<file path="config.mk">
export PLATFORM = sky130hd
export DESIGN_NAME = clint_top
export DESIGN_NICKNAME = d
export VERILOG_FILES = /design/src/clint_pkg.sv /design/src/clint_reg_if.sv /design/src/clint_chan_buf.sv /design/src/clint_axi_ctrl.sv /design/src/clint_csr_bank.sv /design/src/clint_mtime.sv /design/src/clint_top.sv
export SDC_FILE = /design/constraint.sdc
export NUM_CORES = 1
export LEC_CHECK = 0
export ABC_AREA = 1
export BUFFER_PORTS_ARGS = -buffer_cell sky130_fd_sc_hd__buf_4
export CORE_MARGIN = 2
export CORE_UTILIZATION = 33
export CTS_CLUSTER_SIZE = 14
export DETAILED_ROUTE_END_ITERATION = 7
export PLACE_DENSITY = 0.59
export SETUP_SLACK_MARGIN = 0.5
export SLEW_MARGIN = 10
export SYNTH_ARGS = -nofsm -noshare
export SYNTH_HDL_FRONTEND = slang
export SYNTH_SLANG_ARGS = --single-unit
</file>
<file path="constraint.sdc">
create_clock -name clk -period 4.1 [get_ports clk]
set_input_delay 0 -clock clk [delete_from_list [all_inputs] [get_ports clk]]
set_output_delay 0 -clock clk [all_outputs]
set_load 0.02 [all_outputs]
</file>
<file path="src/clint_pkg.sv">
// CLINT package: bus widths, register offsets, response codes, payload structs, register select
package clint_pkg;

  // bus widths
  localparam int ADDR_W = 16;
  localparam int DATA_W = 64;
  localparam int STRB_W = DATA_W / 8;
  localparam int ID_W   = 4;

  // register offsets inside the 64 KB window
  localparam logic [ADDR_W-1:0] MSIP_OFS     = 16'h0000;
  localparam logic [ADDR_W-1:0] MTIMECMP_OFS = 16'h4000;
  localparam logic [ADDR_W-1:0] MTIME_OFS    = 16'hBFF8;

  localparam logic [DATA_W-1:0] MTIMECMP_RST = 64'h0000_0000_0008_0000;

  // AXI response codes
  localparam logic [1:0] RESP_OKAY   = 2'd0;
  localparam logic [1:0] RESP_DECERR = 2'd3;

  typedef enum logic [1:0] {
    SEL_NONE     = 2'd0,
    SEL_MSIP     = 2'd1,
    SEL_MTIMECMP = 2'd2,
    SEL_MTIME    = 2'd3
  } reg_sel_t;

  // AR and AW request payload
  typedef struct packed {
    logic [ADDR_W-1:0] addr;
    logic [ID_W-1:0]   id;
  } addr_pay_t;

  // W payload
  typedef struct packed {
    logic [DATA_W-1:0] data;
    logic [STRB_W-1:0] strb;
  } wdata_pay_t;

endpackage

</file>
<file path="src/clint_reg_if.sv">
// register access interface between the AXI control FSMs, the CSR bank and the mtime counter
`timescale 1ns/1ps

interface clint_reg_if;
  import clint_pkg::*;

  // read side, select comes straight from the buffered AR address
  reg_sel_t          rd_sel;
  logic [DATA_W-1:0] rdata;

  // write side, wr_en is a single-cycle pulse
  logic              wr_en;
  reg_sel_t          wr_sel;
  logic [DATA_W-1:0] wdata;
  logic [DATA_W-1:0] wmask;

  modport ctrl (
    output rd_sel, wr_en, wr_sel, wdata, wmask,
    input  rdata
  );

  modport bank (
    input  rd_sel, wr_en, wr_sel, wdata, wmask,
    output rdata
  );

  modport timer (
    input wr_en, wr_sel, wdata, wmask
  );

endinterface

</file>
<file path="src/clint_chan_buf.sv">
// one-entry valid/ready holding buffer for a generic request payload
`timescale 1ns/1ps

module clint_chan_buf #(
  parameter type pay_t = logic
) (
  input  logic clk,
  input  logic rst,
  input  logic in_valid_i,
  output logic in_ready_o,
  input  pay_t in_pay_i,
  output logic out_valid_o,
  input  logic out_ready_i,
  output pay_t out_pay_o
);

  logic full;
  pay_t pay_q;

  // free when empty, or when the held entry leaves this cycle
  assign in_ready_o  = !full || out_ready_i;
  assign out_valid_o = full;
  assign out_pay_o   = pay_q;

  always_ff @(posedge clk) begin
    if (rst) begin
      full <= 1'b0;
    end else if (in_ready_o) begin
      full <= in_valid_i;
    end
  end

  always_ff @(posedge clk) begin
    if (in_valid_i && in_ready_o) begin
      pay_q <= in_pay_i;
    end
  end

endmodule

</file>
<file path="src/clint_axi_ctrl.sv">
// AXI read and write FSMs, offset decode, response generation and register interface drive
`timescale 1ns/1ps

module clint_axi_ctrl (
  input  logic                         clk,
  input  logic                         rst,

  input  logic                         ar_valid_i,
  output logic                         ar_ready_o,
  input  clint_pkg::addr_pay_t         ar_pay_i,

  input  logic                         aw_valid_i,
  output logic                         aw_ready_o,
  input  clint_pkg::addr_pay_t         aw_pay_i,

  input  logic                         w_valid_i,
  output logic                         w_ready_o,
  input  clint_pkg::wdata_pay_t        w_pay_i,

  output logic                         r_valid_o,
  input  logic                         r_ready_i,
  output logic [clint_pkg::DATA_W-1:0] r_data_o,
  output logic [1:0]                   r_resp_o,
  output logic [clint_pkg::ID_W-1:0]   r_id_o,

  output logic                         b_valid_o,
  input  logic                         b_ready_i,
  output logic [1:0]                   b_resp_o,
  output logic [clint_pkg::ID_W-1:0]   b_id_o,

  clint_reg_if.ctrl                    regs
);
  import clint_pkg::*;

  typedef enum logic {
    ST_IDLE = 1'b0,
    ST_RESP = 1'b1
  } chan_state_t;

  chan_state_t rd_state;
  chan_state_t wr_state;

  reg_sel_t rd_dec;
  reg_sel_t wr_dec;
  logic     rd_accept;
  logic     wr_accept;

  function automatic reg_sel_t decode(input logic [ADDR_W-1:0] addr);
    reg_sel_t sel;
    case (addr)
      MSIP_OFS:     sel = SEL_MSIP;
      MTIMECMP_OFS: sel = SEL_MTIMECMP;
      MTIME_OFS:    sel = SEL_MTIME;
      default:      sel = SEL_NONE;
    endcase
    return sel;
  endfunction

  assign rd_dec = decode(ar_pay_i.addr);
  assign wr_dec = decode(aw_pay_i.addr);

  // read path
  assign ar_ready_o = (rd_state == ST_IDLE);
  assign rd_accept  = ar_valid_i && ar_ready_o;
  assign r_valid_o  = (rd_state == ST_RESP);

  assign regs.rd_sel = rd_dec;

  always_ff @(posedge clk) begin
    if (rst) begin
      rd_state <= ST_IDLE;
    end else begin
      case (rd_state)
        ST_IDLE: if (rd_accept) rd_state <= ST_RESP;
        ST_RESP: if (r_ready_i) rd_state <= ST_IDLE;
        default: rd_state <= ST_IDLE;
      endcase
    end
  end

  // capture data, id and response on acceptance, held until R handshake
  always_ff @(posedge clk) begin
    if (rd_accept) begin
      r_id_o <= ar_pay_i.id;
      if (rd_dec == SEL_NONE) begin
        r_data_o <= '0;
        r_resp_o <= RESP_DECERR;
      end else begin
        r_data_o <= regs.rdata;
        r_resp_o <= RESP_OKAY;
      end
    end
  end

  // write path, AW and W are taken together
  assign wr_accept  = (wr_state == ST_IDLE) && aw_valid_i && w_valid_i;
  assign aw_ready_o = wr_accept;
  assign w_ready_o  = wr_accept;
  assign b_valid_o  = (wr_state == ST_RESP);

  always_ff @(posedge clk) begin
    if (rst) begin
      wr_state <= ST_IDLE;
    end else begin
      case (wr_state)
        ST_IDLE: if (wr_accept) wr_state <= ST_RESP;
        ST_RESP: if (b_ready_i) wr_state <= ST_IDLE;
        default: wr_state <= ST_IDLE;
      endcase
    end
  end

  always_ff @(posedge clk) begin
    if (wr_accept) begin
      b_id_o   <= aw_pay_i.id;
      b_resp_o <= (wr_dec == SEL_NONE) ? RESP_DECERR : RESP_OKAY;
    end
  end

  // no register pulse for unmapped offsets
  assign regs.wr_en  = wr_accept && (wr_dec != SEL_NONE);
  assign regs.wr_sel = wr_dec;
  assign regs.wdata  = w_pay_i.data;

  // byte strobes to bit mask
  always_comb begin
    for (int i = 0; i < STRB_W; i++) begin
      regs.wmask[8*i +: 8] = {8{w_pay_i.strb[i]}};
    end
  end

endmodule

</file>
<file path="src/clint_csr_bank.sv">
// msip and mtimecmp registers, register read mux, software and timer interrupts
`timescale 1ns/1ps

module clint_csr_bank (
  input  logic                         clk,
  input  logic                         rst,
  clint_reg_if.bank                    regs,
  input  logic [clint_pkg::DATA_W-1:0] mtime_i,
  output logic                         soft_irq_o,
  output logic                         timer_irq_o
);
  import clint_pkg::*;

  logic              msip;
  logic [DATA_W-1:0] mtimecmp;
  logic              msip_wr;
  logic              mtimecmp_wr;

  assign msip_wr     = regs.wr_en && (regs.wr_sel == SEL_MSIP);
  assign mtimecmp_wr = regs.wr_en && (regs.wr_sel == SEL_MTIMECMP);

  // only bit 0 of msip exists
  always_ff @(posedge clk) begin
    if (rst) begin
      msip <= 1'b0;
    end else if (msip_wr) begin
      msip <= (msip & ~regs.wmask[0]) | (regs.wdata[0] & regs.wmask[0]);
    end
  end

  always_ff @(posedge clk) begin
    if (rst) begin
      mtimecmp <= MTIMECMP_RST;
    end else if (mtimecmp_wr) begin
      mtimecmp <= (mtimecmp & ~regs.wmask) | (regs.wdata & regs.wmask);
    end
  end

  always_comb begin
    case (regs.rd_sel)
      SEL_MSIP:     regs.rdata = {{(DATA_W-1){1'b0}}, msip};
      SEL_MTIMECMP: regs.rdata = mtimecmp;
      SEL_MTIME:    regs.rdata = mtime_i;
      default:      regs.rdata = '0;
    endcase
  end

  // interrupt levels to the hart
  always_ff @(posedge clk) begin
    if (rst) begin
      soft_irq_o  <= 1'b0;
      timer_irq_o <= 1'b0;
    end else begin
      soft_irq_o  <= msip;
      timer_irq_o <= (mtime_i >= mtimecmp);
    end
  end

endmodule

</file>
<file path="src/clint_mtime.sv">
// mtime counter driven by rising edges of the real-time tick, with masked bus write
`timescale 1ns/1ps

module clint_mtime (
  input  logic                         clk,
  input  logic                         rst,
  input  logic                         rtc_tick_i,
  clint_reg_if.timer                   regs,
  output logic [clint_pkg::DATA_W-1:0] mtime_o
);
  import clint_pkg::*;

  logic tick_q;
  logic tick_rise;
  logic mtime_wr;

  always_ff @(posedge clk) begin
    if (rst) begin
      tick_q <= 1'b0;
    end else begin
      tick_q <= rtc_tick_i;
    end
  end

  assign tick_rise = rtc_tick_i && !tick_q;
  assign mtime_wr  = regs.wr_en && (regs.wr_sel == SEL_MTIME);

  // bus write wins over a tick in the same cycle
  always_ff @(posedge clk) begin
    if (rst) begin
      mtime_o <= '0;
    end else if (mtime_wr) begin
      mtime_o <= (mtime_o & ~regs.wmask) | (regs.wdata & regs.wmask);
    end else if (tick_rise) begin
      mtime_o <= mtime_o + 1'b1;
    end
  end

endmodule

</file>
<file path="src/clint_top.sv">
// CLINT top level: AXI request buffers, control FSMs, CSR bank and mtime counter
`timescale 1ns/1ps

module clint_top (
  input  logic                         clk,
  input  logic                         rst,

  input  logic                         aw_valid_i,
  output logic                         aw_ready_o,
  input  logic [clint_pkg::ADDR_W-1:0] aw_addr_i,
  input  logic [clint_pkg::ID_W-1:0]   aw_id_i,

  input  logic                         w_valid_i,
  output logic                         w_ready_o,
  input  logic [clint_pkg::DATA_W-1:0] w_data_i,
  input  logic [clint_pkg::STRB_W-1:0] w_strb_i,

  output logic                         b_valid_o,
  input  logic                         b_ready_i,
  output logic [1:0]                   b_resp_o,
  output logic [clint_pkg::ID_W-1:0]   b_id_o,

  input  logic                         ar_valid_i,
  output logic                         ar_ready_o,
  input  logic [clint_pkg::ADDR_W-1:0] ar_addr_i,
  input  logic [clint_pkg::ID_W-1:0]   ar_id_i,

  output logic                         r_valid_o,
  input  logic                         r_ready_i,
  output logic [clint_pkg::DATA_W-1:0] r_data_o,
  output logic [1:0]                   r_resp_o,
  output logic [clint_pkg::ID_W-1:0]   r_id_o,

  input  logic                         rtc_tick_i,
  output logic                         soft_irq_o,
  output logic                         timer_irq_o
);
  import clint_pkg::*;

  addr_pay_t  ar_pay_in;
  addr_pay_t  ar_pay;
  addr_pay_t  aw_pay_in;
  addr_pay_t  aw_pay;
  wdata_pay_t w_pay_in;
  wdata_pay_t w_pay;

  logic ar_buf_valid;
  logic ar_buf_ready;
  logic aw_buf_valid;
  logic aw_buf_ready;
  logic w_buf_valid;
  logic w_buf_ready;

  logic [DATA_W-1:0] mtime;

  clint_reg_if regs ();

  assign ar_pay_in = '{addr: ar_addr_i, id: ar_id_i};
  assign aw_pay_in = '{addr: aw_addr_i, id: aw_id_i};
  assign w_pay_in  = '{data: w_data_i, strb: w_strb_i};

  clint_chan_buf #(.pay_t(addr_pay_t)) u_ar_buf (
    .clk         (clk),
    .rst         (rst),
    .in_valid_i  (ar_valid_i),
    .in_ready_o  (ar_ready_o),
    .in_pay_i    (ar_pay_in),
    .out_valid_o (ar_buf_valid),
    .out_ready_i (ar_buf_ready),
    .out_pay_o   (ar_pay)
  );

  clint_chan_buf #(.pay_t(addr_pay_t)) u_aw_buf (
    .clk         (clk),
    .rst         (rst),
    .in_valid_i  (aw_valid_i),
    .in_ready_o  (aw_ready_o),
    .in_pay_i    (aw_pay_in),
    .out_valid_o (aw_buf_valid),
    .out_ready_i (aw_buf_ready),
    .out_pay_o   (aw_pay)
  );

  clint_chan_buf #(.pay_t(wdata_pay_t)) u_w_buf (
    .clk         (clk),
    .rst         (rst),
    .in_valid_i  (w_valid_i),
    .in_ready_o  (w_ready_o),
    .in_pay_i    (w_pay_in),
    .out_valid_o (w_buf_valid),
    .out_ready_i (w_buf_ready),
    .out_pay_o   (w_pay)
  );

  clint_axi_ctrl u_ctrl (
    .clk        (clk),
    .rst        (rst),
    .ar_valid_i (ar_buf_valid),
    .ar_ready_o (ar_buf_ready),
    .ar_pay_i   (ar_pay),
    .aw_valid_i (aw_buf_valid),
    .aw_ready_o (aw_buf_ready),
    .aw_pay_i   (aw_pay),
    .w_valid_i  (w_buf_valid),
    .w_ready_o  (w_buf_ready),
    .w_pay_i    (w_pay),
    .r_valid_o  (r_valid_o),
    .r_ready_i  (r_ready_i),
    .r_data_o   (r_data_o),
    .r_resp_o   (r_resp_o),
    .r_id_o     (r_id_o),
    .b_valid_o  (b_valid_o),
    .b_ready_i  (b_ready_i),
    .b_resp_o   (b_resp_o),
    .b_id_o     (b_id_o),
    .regs       (regs.ctrl)
  );

  clint_csr_bank u_csr_bank (
    .clk         (clk),
    .rst         (rst),
    .regs        (regs.bank),
    .mtime_i     (mtime),
    .soft_irq_o  (soft_irq_o),
    .timer_irq_o (timer_irq_o)
  );

  clint_mtime u_mtime (
    .clk        (clk),
    .rst        (rst),
    .rtc_tick_i (rtc_tick_i),
    .regs       (regs.timer),
    .mtime_o    (mtime)
  );

endmodule

</file>
==> reports/results.txt <==
The post-route DRC violation count was 0. Detailed-route wire length: 53200 um. The routability congestion estimate is 0.936, and the global-route wire length before repair is 82400 um.

Averaged over all synthesized cells, the footprint is 8.18 um2. Dividing total power by cell area gives a power density of 375 nW/um2. The number of synthesized register bits is 323, and the pin count of the biggest net entering global routing is 73.

The data required time at the worst endpoint was 4.61 ns. Gate count after technology mapping: 2015. The netlist area before placement came out at 16500 um2.

Timing would allow up to 0.350 GHz. The starting utilization of the core area was 33.6%; the arrival time of the worst setup path was 3.36 ns. Setup violations remaining at the end of the flow were counted as 0. VDD sags by at most 0.242 mV. Yosys mapped a number of flops with a built-in enable equal to 186. The number of diodes came out at 0.

Counting flops with an async set or reset pin after synthesis yields a share of 0%. Summing the sequential cell areas from Yosys gives 50.5% of the chip area. CTS placed an instance of sky130_fd_sc_hd__clkbuf_16 at the clock tree root. Among all flip-flop cells after synthesis, the most frequent one is sky130_fd_sc_hd__edfxtp_1.

Number of buffers between clock root and the deepest sink: 3. Row generation in the floorplan step produced 81 rows. The growth of design area from synthesis to finish is 28.7%, and the count of cell types in the netlist is 42. The share of post-route cells with drive strength above 1 was 13.6%; the synthesis warning total was 0. The worst min-delay path class was primary input to register. The tree built by TritonCTS fans out to 323 sinks. The routed layout has 14988 vias.

The type of the worst setup path was register to register. By count the netlist is led by sky130_fd_sc_hd__nand2_1, sky130_fd_sc_hd__nor2_1, sky130_fd_sc_hd__inv_1. At the later pin of the worst-skew pair, clock insertion delay measures 0.58 ns. The maximum fanout along the worst path is 23, and the number of endpoints with negative hold slack in the final report is 0. Pin placement for this block handled 203 I/O pins. The logs give 1148 for the number of DRC violations after detailed-routing iteration 0 and 2 for the level count of the clock H-tree.

The worst register-to-register path has a setup slack of 1.24 ns. In the post-synthesis netlist, the biggest area contributors are sky130_fd_sc_hd__edfxtp_1, sky130_fd_sc_hd__dfxtp_1, sky130_fd_sc_hd__nand2_1. STA classifies the critical path startpoint as a register. In the final routed layout, each cell accounts on average for 17.6 um. The launch point of the worst reg-to-reg path was u_aw_buf.out_pay_o[12].

The ratio of routed vias to standard cells was 4.97; the share of the synthesized area in the top cell type was 33.9%. In this run the remaining antenna-violating nets after routing total 0. The pre-antenna-repair detailed-routing pass consisted of 6 iterations. Summed over all cells, the static leakage comes to 8.66 nW. The run finished with clean final reports. The number of clock buffers added by TritonCTS is 38.

For the number of buffers inserted to repair setup after CTS, the log shows 0. The sort of element at the end of the critical path was a register. Final-layout setup total negative slack: 0 ns. In the global route stage, overall resource usage came out at 20.7%. Clock-pin slew was measured on the worst setup and hold paths at 0.06 ns.

TritonCTS built the clock tree. Startpoint of the worst setup timing path: u_aw_buf.out_pay_o[12]. The number of buffers inserted by port buffering is 202, and the overflow left after global routing is 0. The die covers 51800 um2. The slew at the pin closest to its max-slew limit is 1.07 ns.

Across the routed clock network, the largest skew measured is 0.0159 ns. Setup repair after global routing left no endpoint under its margin. The die is 228 um wide. The via count of the first global-routing pass came out at 14522. At the end of the flow, the number of nets in the layout was 2508. Most common cell in the synthesized netlist: sky130_fd_sc_hd__nand2_1. The logs give 2200 for the synthesized net count and 2827 for the cell total after placement.

The run gives 0 as the initial antenna violation count. Across the run, the number of max-cap violations was 0. The total area inside the core boundary comes to 49200 um2. Of the available clock period, the critical path in the final layout requires 69.7%. Measured against its own limit, the worst slew margin works out to 28.4%. The die is 228 um tall. The logs give 0 for the max-slew violation count and 3017 for the post-layout instance count excluding filler cells. The largest total area in the synthesized netlist belongs to sky130_fd_sc_hd__edfxtp_1. The cell count of the worst reg-to-reg path is 12.

The clock period minus worst slack came out at 2.86 ns. Summed over all nets, the half-perimeter wirelength after detailed placement is 38600 um.
-- routing by layer --
layer  track usage (%)  vias up  part of all wire, %
met1              27.7     7061                   45
met4              8.03        0                  3.1
met2              33.3      479                   46
met5                 0        -                    0
li1                  -     7357                    -
met3              3.68       91                  6.2
-- per-stage QoR --
stage | setup slack (ns) | instance area, um2 | hold WS (ns) | total power, mW | util (%)
6_report | 1.24 | 21200 | 0.139 | 7.97 | 43.2
5_1_grt | 0.946 | 21200 | 0.129 | 8.25 | 43.2
4_1_cts | 1.24 | 21200 | 0.112 | 8.05 | 43.2
3_5_place_dp | 1.27 | 18700 | 0.179 | 4.23 | 38.0
3_3_place_gp | 1.32 | 18700 | 0.179 | 4.22 | 38.0
2_1_floorplan | 0.648 | 16500 | 0.0989 | 3.97 | -
-- cell usage in the layout, fill, tap and decap left out, drive strengths merged, types with 17 or more instances in the layout --
cell	Yosys	routed
clkbuf	39	45
a211oi	52	52
o22ai	49	49
buf	30	217
dfxtp	137	137
a21oi	91	91
dlygate4sd3	0	120
nand2	543	543
inv	237	239
xor2	17	17
o21ai	51	51
nand4	70	70
edfxtp	186	186
nand3	135	135
ha	65	65
nor2	283	283
-- area by class of cell --
cell class / instances / area [um2]
clock inverters: 25 / 369
repair buffers: 337 / 2860
well taps: 664 / 831
inverters: 238 / 893
fillers: 4856 / 27900
flip-flops and latches: 323 / 8330
multi-input cells: 1385 / 6960
clock buffers: 45 / 997
-- kinds of logic after synthesis --
kind of cell	count (synthesis)	share of synthesized area, %
xor+xnor	19	1.01
compound gates	251	8.91
simple gates	1050	27.2
buf+inv	307	7.48
flops	323	50.5
fa+ha+maj	65	4.93
-- worst max-delay path: stages (launching register included) --
cell	delay, ns
sky130_fd_sc_hd__edfxtp_1	0.42
sky130_fd_sc_hd__nor2_1	0.13
sky130_fd_sc_hd__nand2_1	0.08
sky130_fd_sc_hd__nor2_1	0.15
sky130_fd_sc_hd__nand2_1	0.14
sky130_fd_sc_hd__nand2_4	0.23
sky130_fd_sc_hd__nand3_4	0.36
sky130_fd_sc_hd__nand2_2	0.49
sky130_fd_sc_hd__buf_4	0.26
sky130_fd_sc_hd__nand2_1	0.20
sky130_fd_sc_hd__nand2_1	0.14
sky130_fd_sc_hd__nor2_1	0.05
sky130_fd_sc_hd__nor2_1	0.09
-- timing repair --
action / 4_1_cts / 5_1_grt
hold buffers: 120 / 0
resized for setup: 0 / 0
hold endpoints to repair: 166 / 0
-- where the power goes --
| part | switching, mW | internal (mW) |
|---|---|---|
| Combinational | 0.332 | 0.268 |
| Sequential | 0.0883 | 3.56 |
| Clock | 1.40 | 2.31 |
-- how the worst min path moves through the flow --
stage / depth (start not counted) / endpoint / slack (ns) / start
5_1_grt: 2 / u_w_buf.out_pay_o[13] / 0.13 / w_data_i[5]
4_1_cts: 2 / u_ar_buf.out_pay_o[15] / 0.11 / ar_addr_i[11]
2_1_floorplan: 0 / u_ar_buf.out_pay_o[0] / 0.1 / ar_id_i[0]
3_3_place_gp: 1 / u_ar_buf.out_pay_o[4] / 0.18 / ar_addr_i[0]
3_5_place_dp: 1 / u_ar_buf.out_pay_o[15] / 0.18 / ar_addr_i[11]
6_report: 2 / u_ar_buf.out_pay_o[13] / 0.14 / ar_addr_i[9]
No activity file was read; power rests on OpenSTA's default activity.
